## config.mk

```make
export PLATFORM = sky130hd
export DESIGN_NAME = uart_peri
export DESIGN_NICKNAME = d
export VERILOG_FILES = /design/src/uart_pkg.sv /design/src/uart_cfg_if.sv /design/src/uart_regs.sv /design/src/uart_fifo.sv /design/src/uart_ser.sv /design/src/uart_des.sv /design/src/uart_peri.sv
export SDC_FILE = /design/constraint.sdc
export NUM_CORES = 1
export LEC_CHECK = 0
export ABC_AREA = 1
export BUFFER_PORTS_ARGS = -buffer_cell sky130_fd_sc_hd__buf_2
export CAP_MARGIN = 20
export CORE_ASPECT_RATIO = 1.4
export CORE_MARGIN = 1
export CORE_UTILIZATION = 41
export CTS_CLUSTER_SIZE = 16
export DETAILED_ROUTE_END_ITERATION = 16
export PLACE_DENSITY = 0.61
export SLEW_MARGIN = 20
export SYNTH_ARGS = -nofsm -noshare
export SYNTH_HDL_FRONTEND = slang
export SYNTH_SLANG_ARGS = --single-unit
```

## constraint.sdc

```tcl
create_clock -name clk -period 10.7 [get_ports clk]
set_input_delay 2.14 -clock clk [delete_from_list [all_inputs] [get_ports clk]]
set_output_delay 2.14 -clock clk [all_outputs]
set_load 0.01 [all_outputs]
```

## src/uart_pkg.sv

```systemverilog
////////////////////////////////////////////////////////////
// shared sizes, register map and FSM state encodings
// for the UART peripheral
////////////////////////////////////////////////////////////

package uart_pkg;

    // character and timing widths
    localparam int unsigned uart_dw = 8;   // data bits per character
    localparam int unsigned uart_rw = 16;  // baud/sample counter width

    // FIFO geometry
    localparam int unsigned fifo_sz = 16;  // entries
    localparam int unsigned fifo_aw = 4;   // pointer width
    localparam int unsigned fifo_cw = 5;   // load count width, holds 0..fifo_sz

    // system bus
    localparam int unsigned sys_adr = 4;
    localparam int unsigned sys_dat = 32;

    // register map, TX in the low half, RX in the high half
    typedef enum logic [sys_adr-1:0] {
        tx_data    = 4'h0,  // push only
        tx_load    = 4'h1,  // TX FIFO load, read only
        tx_baud    = 4'h2,
        tx_irq_lvl = 4'h4,
        rx_data    = 4'h8,  // read pops
        rx_load    = 4'h9,  // RX FIFO load, read only
        rx_baud    = 4'ha,
        rx_smp     = 4'hb,  // start bit sample delay
        rx_irq_lvl = 4'hc
    } reg_addr_e;

    // serializer FSM
    typedef enum logic [1:0] {
        ser_idle,
        ser_start,
        ser_data,
        ser_stop
    } ser_state_e;

    // deserializer FSM
    typedef enum logic [1:0] {
        des_idle,
        des_start,
        des_data,
        des_stop
    } des_state_e;

endpackage : uart_pkg

```

## src/uart_cfg_if.sv

```systemverilog
////////////////////////////////////////////////////////////
// configuration bundle from register block to ser/des
////////////////////////////////////////////////////////////

`timescale 1ns/1ps

interface uart_cfg_if import uart_pkg::*; ();

    logic [uart_rw-1:0] tx_bdr;  // TX bit period minus one
    logic [fifo_cw-1:0] tx_irq;  // TX irq level
    logic [uart_rw-1:0] rx_bdr;  // RX bit period minus one
    logic [uart_rw-1:0] rx_smp;  // RX start sample delay minus one
    logic [fifo_cw-1:0] rx_irq;  // RX irq level

    // register block owns everything
    modport regs (output tx_bdr, tx_irq, rx_bdr, rx_smp, rx_irq);

    // serializer only needs its baud period
    modport tx (input tx_bdr);

    // deserializer needs period and sample phase
    modport rx (input rx_bdr, rx_smp);

endinterface : uart_cfg_if

```

## src/uart_regs.sv

```systemverilog
////////////////////////////////////////////////////////////
// bus decode, config registers, FIFO strobes, read mux, irqs
////////////////////////////////////////////////////////////

`timescale 1ns/1ps

module uart_regs import uart_pkg::*; (
    input  logic               clk,
    input  logic               rst,
    // bus write port
    input  logic               sys_wen,
    input  logic [sys_adr-1:0] sys_wad,
    input  logic [sys_dat-1:0] sys_wdt,
    // bus read port
    input  logic               sys_ren,
    input  logic [sys_adr-1:0] sys_rad,
    output logic [sys_dat-1:0] sys_rdt,
    // stream into TX FIFO
    output logic               tx_vld,
    output logic [uart_dw-1:0] tx_dat,
    // stream out of RX FIFO
    input  logic               rx_vld,
    input  logic [uart_dw-1:0] rx_dat,
    output logic               rx_rdy,
    // FIFO loads
    input  logic [fifo_cw-1:0] tx_cnt,
    input  logic [fifo_cw-1:0] rx_cnt,
    // interrupts
    output logic               irq_tx,
    output logic               irq_rx,
    // configuration out
    uart_cfg_if.regs           cfg
);

    reg_addr_e wadr;  // decoded write address
    reg_addr_e radr;  // decoded read address

    assign wadr = reg_addr_e'(sys_wad);
    assign radr = reg_addr_e'(sys_rad);

    ////////////////////////////////////////////////////////////
    // write side
    ////////////////////////////////////////////////////////////

    always_ff @(posedge clk, posedge rst) begin
        if (rst) begin
            cfg.tx_bdr <= '0;
            cfg.tx_irq <= '0;
            cfg.rx_bdr <= '0;
            cfg.rx_smp <= '0;
            cfg.rx_irq <= '0;
        end else if (sys_wen) begin
            case (wadr)
                tx_baud:    cfg.tx_bdr <= sys_wdt[uart_rw-1:0];
                tx_irq_lvl: cfg.tx_irq <= sys_wdt[fifo_cw-1:0];
                rx_baud:    cfg.rx_bdr <= sys_wdt[uart_rw-1:0];
                rx_smp:     cfg.rx_smp <= sys_wdt[uart_rw-1:0];
                rx_irq_lvl: cfg.rx_irq <= sys_wdt[fifo_cw-1:0];
                default:    ;  // data, load and holes ignored
            endcase
        end
    end

    // TX data write becomes a push, FIFO drops it when full
    assign tx_vld = sys_wen && (wadr == tx_data);
    assign tx_dat = sys_wdt[uart_dw-1:0];

    ////////////////////////////////////////////////////////////
    // read side
    ////////////////////////////////////////////////////////////

    always_comb begin
        case (radr)
            tx_load:    sys_rdt = sys_dat'(tx_cnt);
            tx_baud:    sys_rdt = sys_dat'(cfg.tx_bdr);
            tx_irq_lvl: sys_rdt = sys_dat'(cfg.tx_irq);
            rx_data:    sys_rdt = rx_vld ? sys_dat'(rx_dat) : '0;  // zero when empty
            rx_load:    sys_rdt = sys_dat'(rx_cnt);
            rx_baud:    sys_rdt = sys_dat'(cfg.rx_bdr);
            rx_smp:     sys_rdt = sys_dat'(cfg.rx_smp);
            rx_irq_lvl: sys_rdt = sys_dat'(cfg.rx_irq);
            default:    sys_rdt = '0;  // tx_data and holes
        endcase
    end

    // reading RX data pops the head
    assign rx_rdy = sys_ren && (radr == rx_data);

    ////////////////////////////////////////////////////////////
    // interrupts
    ////////////////////////////////////////////////////////////

    assign irq_tx = (tx_cnt < cfg.tx_irq);  // room for more TX data
    assign irq_rx = (rx_cnt > cfg.rx_irq);  // RX data waiting

endmodule : uart_regs

```

## src/uart_fifo.sv

```systemverilog
////////////////////////////////////////////////////////////
// FWFT FIFO, valid/ready both sides, load count
////////////////////////////////////////////////////////////

`timescale 1ns/1ps

module uart_fifo import uart_pkg::*; (
    input  logic               clk,
    input  logic               rst,
    // input stream
    input  logic               sti_vld,
    input  logic [uart_dw-1:0] sti_dat,
    output logic               sti_rdy,
    // output stream
    output logic               sto_vld,
    output logic [uart_dw-1:0] sto_dat,
    input  logic               sto_rdy,
    // load
    output logic [fifo_cw-1:0] cnt
);

    logic [uart_dw-1:0] mem [fifo_sz];
    logic [fifo_aw-1:0] wptr;
    logic [fifo_aw-1:0] rptr;
    logic               push;
    logic               pop;

    assign sti_rdy = (cnt != fifo_cw'(fifo_sz));  // not full
    assign sto_vld = (cnt != '0);                  // not empty

    assign push = sti_vld && sti_rdy;
    assign pop  = sto_vld && sto_rdy;

    // pointers wrap on their own, depth is a power of two
    always_ff @(posedge clk, posedge rst) begin
        if (rst) begin
            wptr <= '0;
            rptr <= '0;
            cnt  <= '0;
        end else begin
            if (push) wptr <= wptr + 1'b1;
            if (pop)  rptr <= rptr + 1'b1;
            // push and pop together leave the load as is
            if (push && !pop) cnt <= cnt + 1'b1;
            else if (pop && !push) cnt <= cnt - 1'b1;
        end
    end

    // storage
    always_ff @(posedge clk) begin
        if (push) mem[wptr] <= sti_dat;
    end

    assign sto_dat = mem[rptr];  // head straight from memory

endmodule : uart_fifo

```

## src/uart_ser.sv

```systemverilog
////////////////////////////////////////////////////////////
// 8N1 transmit serializer
////////////////////////////////////////////////////////////

`timescale 1ns/1ps

module uart_ser import uart_pkg::*; (
    input  logic               clk,
    input  logic               rst,
    // parallel stream in
    input  logic               str_vld,
    input  logic [uart_dw-1:0] str_dat,
    output logic               str_rdy,
    // serial out
    output logic               txd,
    uart_cfg_if.tx             cfg
);

    ser_state_e                 state;
    logic [uart_rw-1:0]         bdr_cnt;  // cycles within a bit
    logic [$clog2(uart_dw)-1:0] bit_idx;  // data bit number
    logic [uart_dw-1:0]         shr;      // outgoing bits, LSB first
    logic                       bit_end;  // last cycle of current bit
    logic                       accept;

    assign str_rdy = (state == ser_idle);
    assign accept  = str_vld && str_rdy;
    assign bit_end = (bdr_cnt == cfg.tx_bdr);

    always_ff @(posedge clk, posedge rst) begin
        if (rst) begin
            state   <= ser_idle;
            bdr_cnt <= '0;
            bit_idx <= '0;
            txd     <= 1'b1;  // line idles high
        end else begin
            bdr_cnt <= (state == ser_idle || bit_end) ? '0 : bdr_cnt + 1'b1;
            case (state)
                ser_idle: if (accept) begin
                    state <= ser_start;
                    txd   <= 1'b0;  // start bit
                end
                ser_start: if (bit_end) begin
                    state   <= ser_data;
                    bit_idx <= '0;
                    txd     <= shr[0];
                end
                ser_data: if (bit_end) begin
                    if (int'(bit_idx) == uart_dw - 1) begin
                        state <= ser_stop;
                        txd   <= 1'b1;  // stop bit
                    end else begin
                        bit_idx <= bit_idx + 1'b1;
                        txd     <= shr[0];
                    end
                end
                ser_stop: if (bit_end) state <= ser_idle;
                default: state <= ser_idle;
            endcase
        end
    end

    // shift register, load on accept, shift as each bit goes out
    always_ff @(posedge clk) begin
        if (accept) shr <= str_dat;
        else if (bit_end && (state == ser_start || state == ser_data)) shr <= shr >> 1;
    end

endmodule : uart_ser

```

## src/uart_des.sv

```systemverilog
////////////////////////////////////////////////////////////
// 8N1 receive deserializer
// start detect, sample phase, stop bit check
////////////////////////////////////////////////////////////

`timescale 1ns/1ps

module uart_des import uart_pkg::*; (
    input  logic               clk,
    input  logic               rst,
    // serial in, asynchronous to clk
    input  logic               rxd,
    // parallel stream out, no back-pressure
    output logic               str_vld,
    output logic [uart_dw-1:0] str_dat,
    uart_cfg_if.rx             cfg
);

    logic [1:0]                 rxd_sync;  // two flop synchronizer
    logic                       rxd_dly;   // previous synced value
    logic                       rxd_s;     // synced rxd
    logic                       rxd_fall;  // start candidate
    des_state_e                 state;
    logic [uart_rw-1:0]         phs_cnt;   // sample delay, then bit period
    logic [$clog2(uart_dw)-1:0] bit_idx;
    logic [uart_dw-1:0]         shr;       // incoming bits
    logic                       smp_hit;   // sample moment reached

    ////////////////////////////////////////////////////////////
    // input synchronizer and edge detect
    ////////////////////////////////////////////////////////////

    always_ff @(posedge clk, posedge rst) begin
        if (rst) begin
            rxd_sync <= 2'b11;  // idle high
            rxd_dly  <= 1'b1;
        end else begin
            rxd_sync <= {rxd_sync[0], rxd};
            rxd_dly  <= rxd_s;
        end
    end

    assign rxd_s    = rxd_sync[1];
    assign rxd_fall = rxd_dly && !rxd_s;

    ////////////////////////////////////////////////////////////
    // frame FSM
    ////////////////////////////////////////////////////////////

    // start state waits the sample delay, others a full bit
    assign smp_hit = (state == des_start) ? (phs_cnt == cfg.rx_smp)
                                          : (phs_cnt == cfg.rx_bdr);

    always_ff @(posedge clk, posedge rst) begin
        if (rst) begin
            state   <= des_idle;
            phs_cnt <= '0;
            bit_idx <= '0;
            str_vld <= 1'b0;
        end else begin
            str_vld <= 1'b0;  // single cycle pulse
            phs_cnt <= (state == des_idle || smp_hit) ? '0 : phs_cnt + 1'b1;
            case (state)
                des_idle: if (rxd_fall) state <= des_start;
                des_start: if (smp_hit) begin
                    bit_idx <= '0;
                    // glitch guard, start bit must still be low
                    state   <= rxd_s ? des_idle : des_data;
                end
                des_data: if (smp_hit) begin
                    if (int'(bit_idx) == uart_dw - 1) state <= des_stop;
                    else bit_idx <= bit_idx + 1'b1;
                end
                des_stop: if (smp_hit) begin
                    state   <= des_idle;
                    str_vld <= rxd_s;  // bad stop bit, frame dropped
                end
                default: state <= des_idle;
            endcase
        end
    end

    // LSB arrives first, shift in from the top
    always_ff @(posedge clk) begin
        if (state == des_data && smp_hit) shr <= {rxd_s, shr[uart_dw-1:1]};
    end

    assign str_dat = shr;  // stable from last data bit until next frame

endmodule : uart_des

```

## src/uart_peri.sv

```systemverilog
////////////////////////////////////////////////////////////
// UART peripheral top, regs + FIFOs + ser/des wiring
////////////////////////////////////////////////////////////

`timescale 1ns/1ps

module uart_peri import uart_pkg::*; (
    input  logic               clk,
    input  logic               rst,
    // serial lines
    input  logic               uart_rxd,
    output logic               uart_txd,
    // bus write
    input  logic               sys_wen,
    input  logic [sys_adr-1:0] sys_wad,
    input  logic [sys_dat-1:0] sys_wdt,
    // bus read
    input  logic               sys_ren,
    input  logic [sys_adr-1:0] sys_rad,
    output logic [sys_dat-1:0] sys_rdt,
    // interrupts
    output logic               irq_tx,
    output logic               irq_rx
);

    // regs -> TX FIFO
    logic               tx_bus_vld;
    logic [uart_dw-1:0] tx_bus_dat;
    // TX FIFO -> serializer
    logic               tx_str_vld;
    logic [uart_dw-1:0] tx_str_dat;
    logic               tx_str_rdy;
    // deserializer -> RX FIFO
    logic               rx_str_vld;
    logic [uart_dw-1:0] rx_str_dat;
    // RX FIFO -> regs
    logic               rx_bus_vld;
    logic [uart_dw-1:0] rx_bus_dat;
    logic               rx_bus_rdy;
    // loads
    logic [fifo_cw-1:0] tx_cnt;
    logic [fifo_cw-1:0] rx_cnt;

    uart_cfg_if u_cfg ();

    uart_regs u_regs (
        .clk     (clk),
        .rst     (rst),
        .sys_wen (sys_wen),
        .sys_wad (sys_wad),
        .sys_wdt (sys_wdt),
        .sys_ren (sys_ren),
        .sys_rad (sys_rad),
        .sys_rdt (sys_rdt),
        .tx_vld  (tx_bus_vld),
        .tx_dat  (tx_bus_dat),
        .rx_vld  (rx_bus_vld),
        .rx_dat  (rx_bus_dat),
        .rx_rdy  (rx_bus_rdy),
        .tx_cnt  (tx_cnt),
        .rx_cnt  (rx_cnt),
        .irq_tx  (irq_tx),
        .irq_rx  (irq_rx),
        .cfg     (u_cfg.regs)
    );

    // full TX FIFO silently drops bus writes
    uart_fifo tx_fifo (
        .clk     (clk),
        .rst     (rst),
        .sti_vld (tx_bus_vld),
        .sti_dat (tx_bus_dat),
        .sti_rdy (),
        .sto_vld (tx_str_vld),
        .sto_dat (tx_str_dat),
        .sto_rdy (tx_str_rdy),
        .cnt     (tx_cnt)
    );

    uart_ser tx_ser (
        .clk     (clk),
        .rst     (rst),
        .str_vld (tx_str_vld),
        .str_dat (tx_str_dat),
        .str_rdy (tx_str_rdy),
        .txd     (uart_txd),
        .cfg     (u_cfg.tx)
    );

    // full RX FIFO loses incoming bytes
    uart_fifo rx_fifo (
        .clk     (clk),
        .rst     (rst),
        .sti_vld (rx_str_vld),
        .sti_dat (rx_str_dat),
        .sti_rdy (),
        .sto_vld (rx_bus_vld),
        .sto_dat (rx_bus_dat),
        .sto_rdy (rx_bus_rdy),
        .cnt     (rx_cnt)
    );

    uart_des rx_des (
        .clk     (clk),
        .rst     (rst),
        .rxd     (uart_rxd),
        .str_vld (rx_str_vld),
        .str_dat (rx_str_dat),
        .cfg     (u_cfg.rx)
    );

endmodule : uart_peri

```

==> run summary <==
Residual DRC: 4
Final Max Slew Viols: 0
Initial Utilization: 41.8%
total routed wirelength: 42400 um
Finished Layout Cells: 2357
status: finished with violations
vias per cell: 5.33
sequential power share: 41.1%
Mapped Area: 18100 sq um
die width: 180 um
Hold Crit Class: reg -> reg
Final ANT Viol Nets: 0
TNS Setup: 0 ns
H-tree Lvls: 2
Net count, final: 1860
largest area contributor in the netlist: edfxtp_1
Slew headroom: 30.1%
Max-Cap Viols: 0
Synth top cells by count: nand2_1 (309), edfxtp_1 (272), nor2_1 (224), o21ai_0 (222), inv_1 (129)
clock group share of total power: 29.7%
wire per inst: 18.0 um
Final Power: 0.00480 W
top-count cell post-synth: nand2_1
CP Max Fanout: 10
switch share: 35.4%
Post-CTS Resized: 0
Vias: 12600
antenna violations before repair: 1
share of post-route cells with drive strength above 1: 8.64%
sum of routed wire segments on met1: 18200 um
IO Count: 80
area share of the largest cell type after synthesis: 45.1%
Worst R2R Path Depth: 12
asr flop ratio synth: 32.5%
area grow syn2layout: 10.9%
NetSw: 0.00170 W
combinational fraction of design power: 29.2%
TritonRoute pass-1 iters: 11
Worst Tran Pin Value: 1.05 ns
global-route wire length before repair: 67200 um
Top Metal Used: met5
final worst path period share: 55.2%
Met3 Wirelength: 1660 um
power per cell area: 239 nW/um^2
CORE AREA: 43400 sq um
Arrival @ worst endpoint: 3.77 ns
RSZ-0062 raised after global routing: no
placed insts: 2287
cts bufs inserted: 38
main area contributors after synthesis: edfxtp_1 (45%), dfrtp_1 (18%), nand2_1 (6.4%)
P_leak: 7.75 nW
number of setup buffers added after CTS: 0
min Tclk post-route: 5.91 ns
Starting DRT DRC Count: 942
number of synthesized flops with an enable pin: 272
peak supply drop: 0.204 mV
final hold violations: 0
synth warn: 0
FMAX: 169 MHz
number of synthesized register bits: 403
Data required, critical path: 8.56 ns
critical path endpoint category: output pin
cell count after synthesis: 1747
Mean Syn Cell Area: 10.4 sq um
gpl congestion: 0.847
final setup fails: 0
Synth Flop Type: edfxtp_1
Hold Path Depth: 0
met2 WL: 21400 um
CTS hold repair buffers: 0
DP HPWL: 28000 um
I/O Buffers: 47
Yosys cell types: 44
Clock Latency Late Sink: 0.54 ns
Antenna Cells: 0
clock-pin slew on the worst setup and hold paths: 0.06 ns
CTS tree: yes
row count: 90
vias in the first global route: 12300
CP startpoint kind: primary input
# clock sinks: 403
die area: 45000 sq um
Int Power: 0.00310 W
gr ovfl total: 0
Final Skew: 0.0275 ns
Setup CP Type: in -> out
largest net degree at the start of global routing: 72
Die Span Y: 251 um
clock tree root driver cell: clkbuf_16
GRT Util Overall: 19.0%
post-synthesis sequential area ratio: 63.2%
failing checks: DRC
maximum buffer depth of the clock tree: 3
-- worst paths after layout --
path                                         start                  to  slack, ns
max in group asynchronous                      rst     tx_fifo.rptr[0]       7.58
worst max register to register     rx_des.state[0]   rx_des.str_dat[6]       7.35
worst min register to register  rx_des.rxd_sync[0]  rx_des.rxd_sync[1]       0.36
min in group asynchronous                      rst     rx_fifo.wptr[3]       1.67
worst max-delay path                    sys_rad[2]          sys_rdt[4]       4.79
worst min-delay path            rx_des.rxd_sync[0]  rx_des.rxd_sync[1]       0.36
-- cells in the final DEF (no fill, tap or decap), types with 3 or more instances in the layout --
master	n
clkinv_2	8
clkbuf_8	5
buf_2	47
o221ai_1	35
o21ai_1	10
dfstp_2	4
inv_2	3
edfxtp_1	272
inv_1	128
bufinv_16	6
inv_6	3
clkbuf_16	38
o22ai_1	30
nor2_1	224
nand4_1	20
nor3b_1	3
nor3_1	7
o211ai_1	13
a31oi_1	9
buf_4	11
nor3_2	6
nand2_1	309
clkinv_1	11
nor4_1	3
xor2_1	15
o21ai_0	222
ha_1	38
conb_1	16
xnor2_1	18
nand3_1	86
dfrtp_1	125
clkbuf_1	4
a21oi_1	40
nor2_2	12
-- critical path, cell delays in order --
cell	delay, ns
buf_2	0.12
inv_1	0.06
nand2_1	0.09
inv_1	0.07
nand2_1	0.28
clkinv_1	0.42
a21oi_1	0.27
nand4_1	0.14
buf_2	0.17
-- cells by family (layout without fill, tap and decap cells) --
kind of cell	after synthesis	in the layout	synth area share, %
fa+ha+maj	40	40	2.85
buf+inv	224	267	5.20
flops	403	403	63.2
xor+xnor	33	33	1.60
other cells	1	16	0.0207
compound gates	367	367	11.5
simple gates	679	679	15.7
-- routing by layer --
metal / global-route usage [%] / vias to the layer above
li1: - / 6087
met1: 24.0 / 6132
met2: 33.7 / 276
met3: 2.36 / 68
met4: 6.33 / 2
met5: 0 / -
-- stage by stage --
stage / setup slack [ns] / hold slack, ns / area, sq um / util, %
after floorplan: 5.07 / 0.345 / 18200 / -
after detailed placement: 4.80 / 0.351 / 18800 / 43.3
after global placement: 4.71 / 0.348 / 18800 / 43.3
after global routing: 4.61 / 0.364 / 20100 / 46.4
final: 4.79 / 0.355 / 20100 / 46.4
after CTS: 4.80 / 0.356 / 20100 / 46.4
-- power groups by stage --
stage / Sequential (W) / Clock [W] / Combinational (W)
floorplan: 0.00193 / 0 / 0.00106
global placement: 0.00199 / 0 / 0.00137
detailed placement: 0.00200 / 0 / 0.00141
CTS: 0.00197 / 0.00146 / 0.00142
global route: 0.00199 / 0.00151 / 0.00159
finish: 0.00197 / 0.00142 / 0.00140
-- final cells by class --
cell class | instances | area [sq um]
clock buffers | 47 | 1030
flip-flops and latches | 403 | 11500
fillers | 3916 | 23300
repair buffers | 58 | 318
inverters | 139 | 527
multi-input cells | 1135 | 5790
well taps | 552 | 691
clock inverters | 23 | 288
-- registers in the layout, indices dropped and copies added, names as in the netlist, 8 cells and up, named ones only --
register and cells:
rx_des.str_dat 8, u_regs.cfg.rx_smp 16, u_regs.cfg.tx_bdr 16, u_regs.cfg.rx_bdr 16
tx_ser.shr 8, tx_fifo.mem 128, rx_fifo.mem 128, tx_ser.bdr_cnt 16
rx_des.phs_cnt 16
Note: power is estimated with default switching activity, not from simulation.
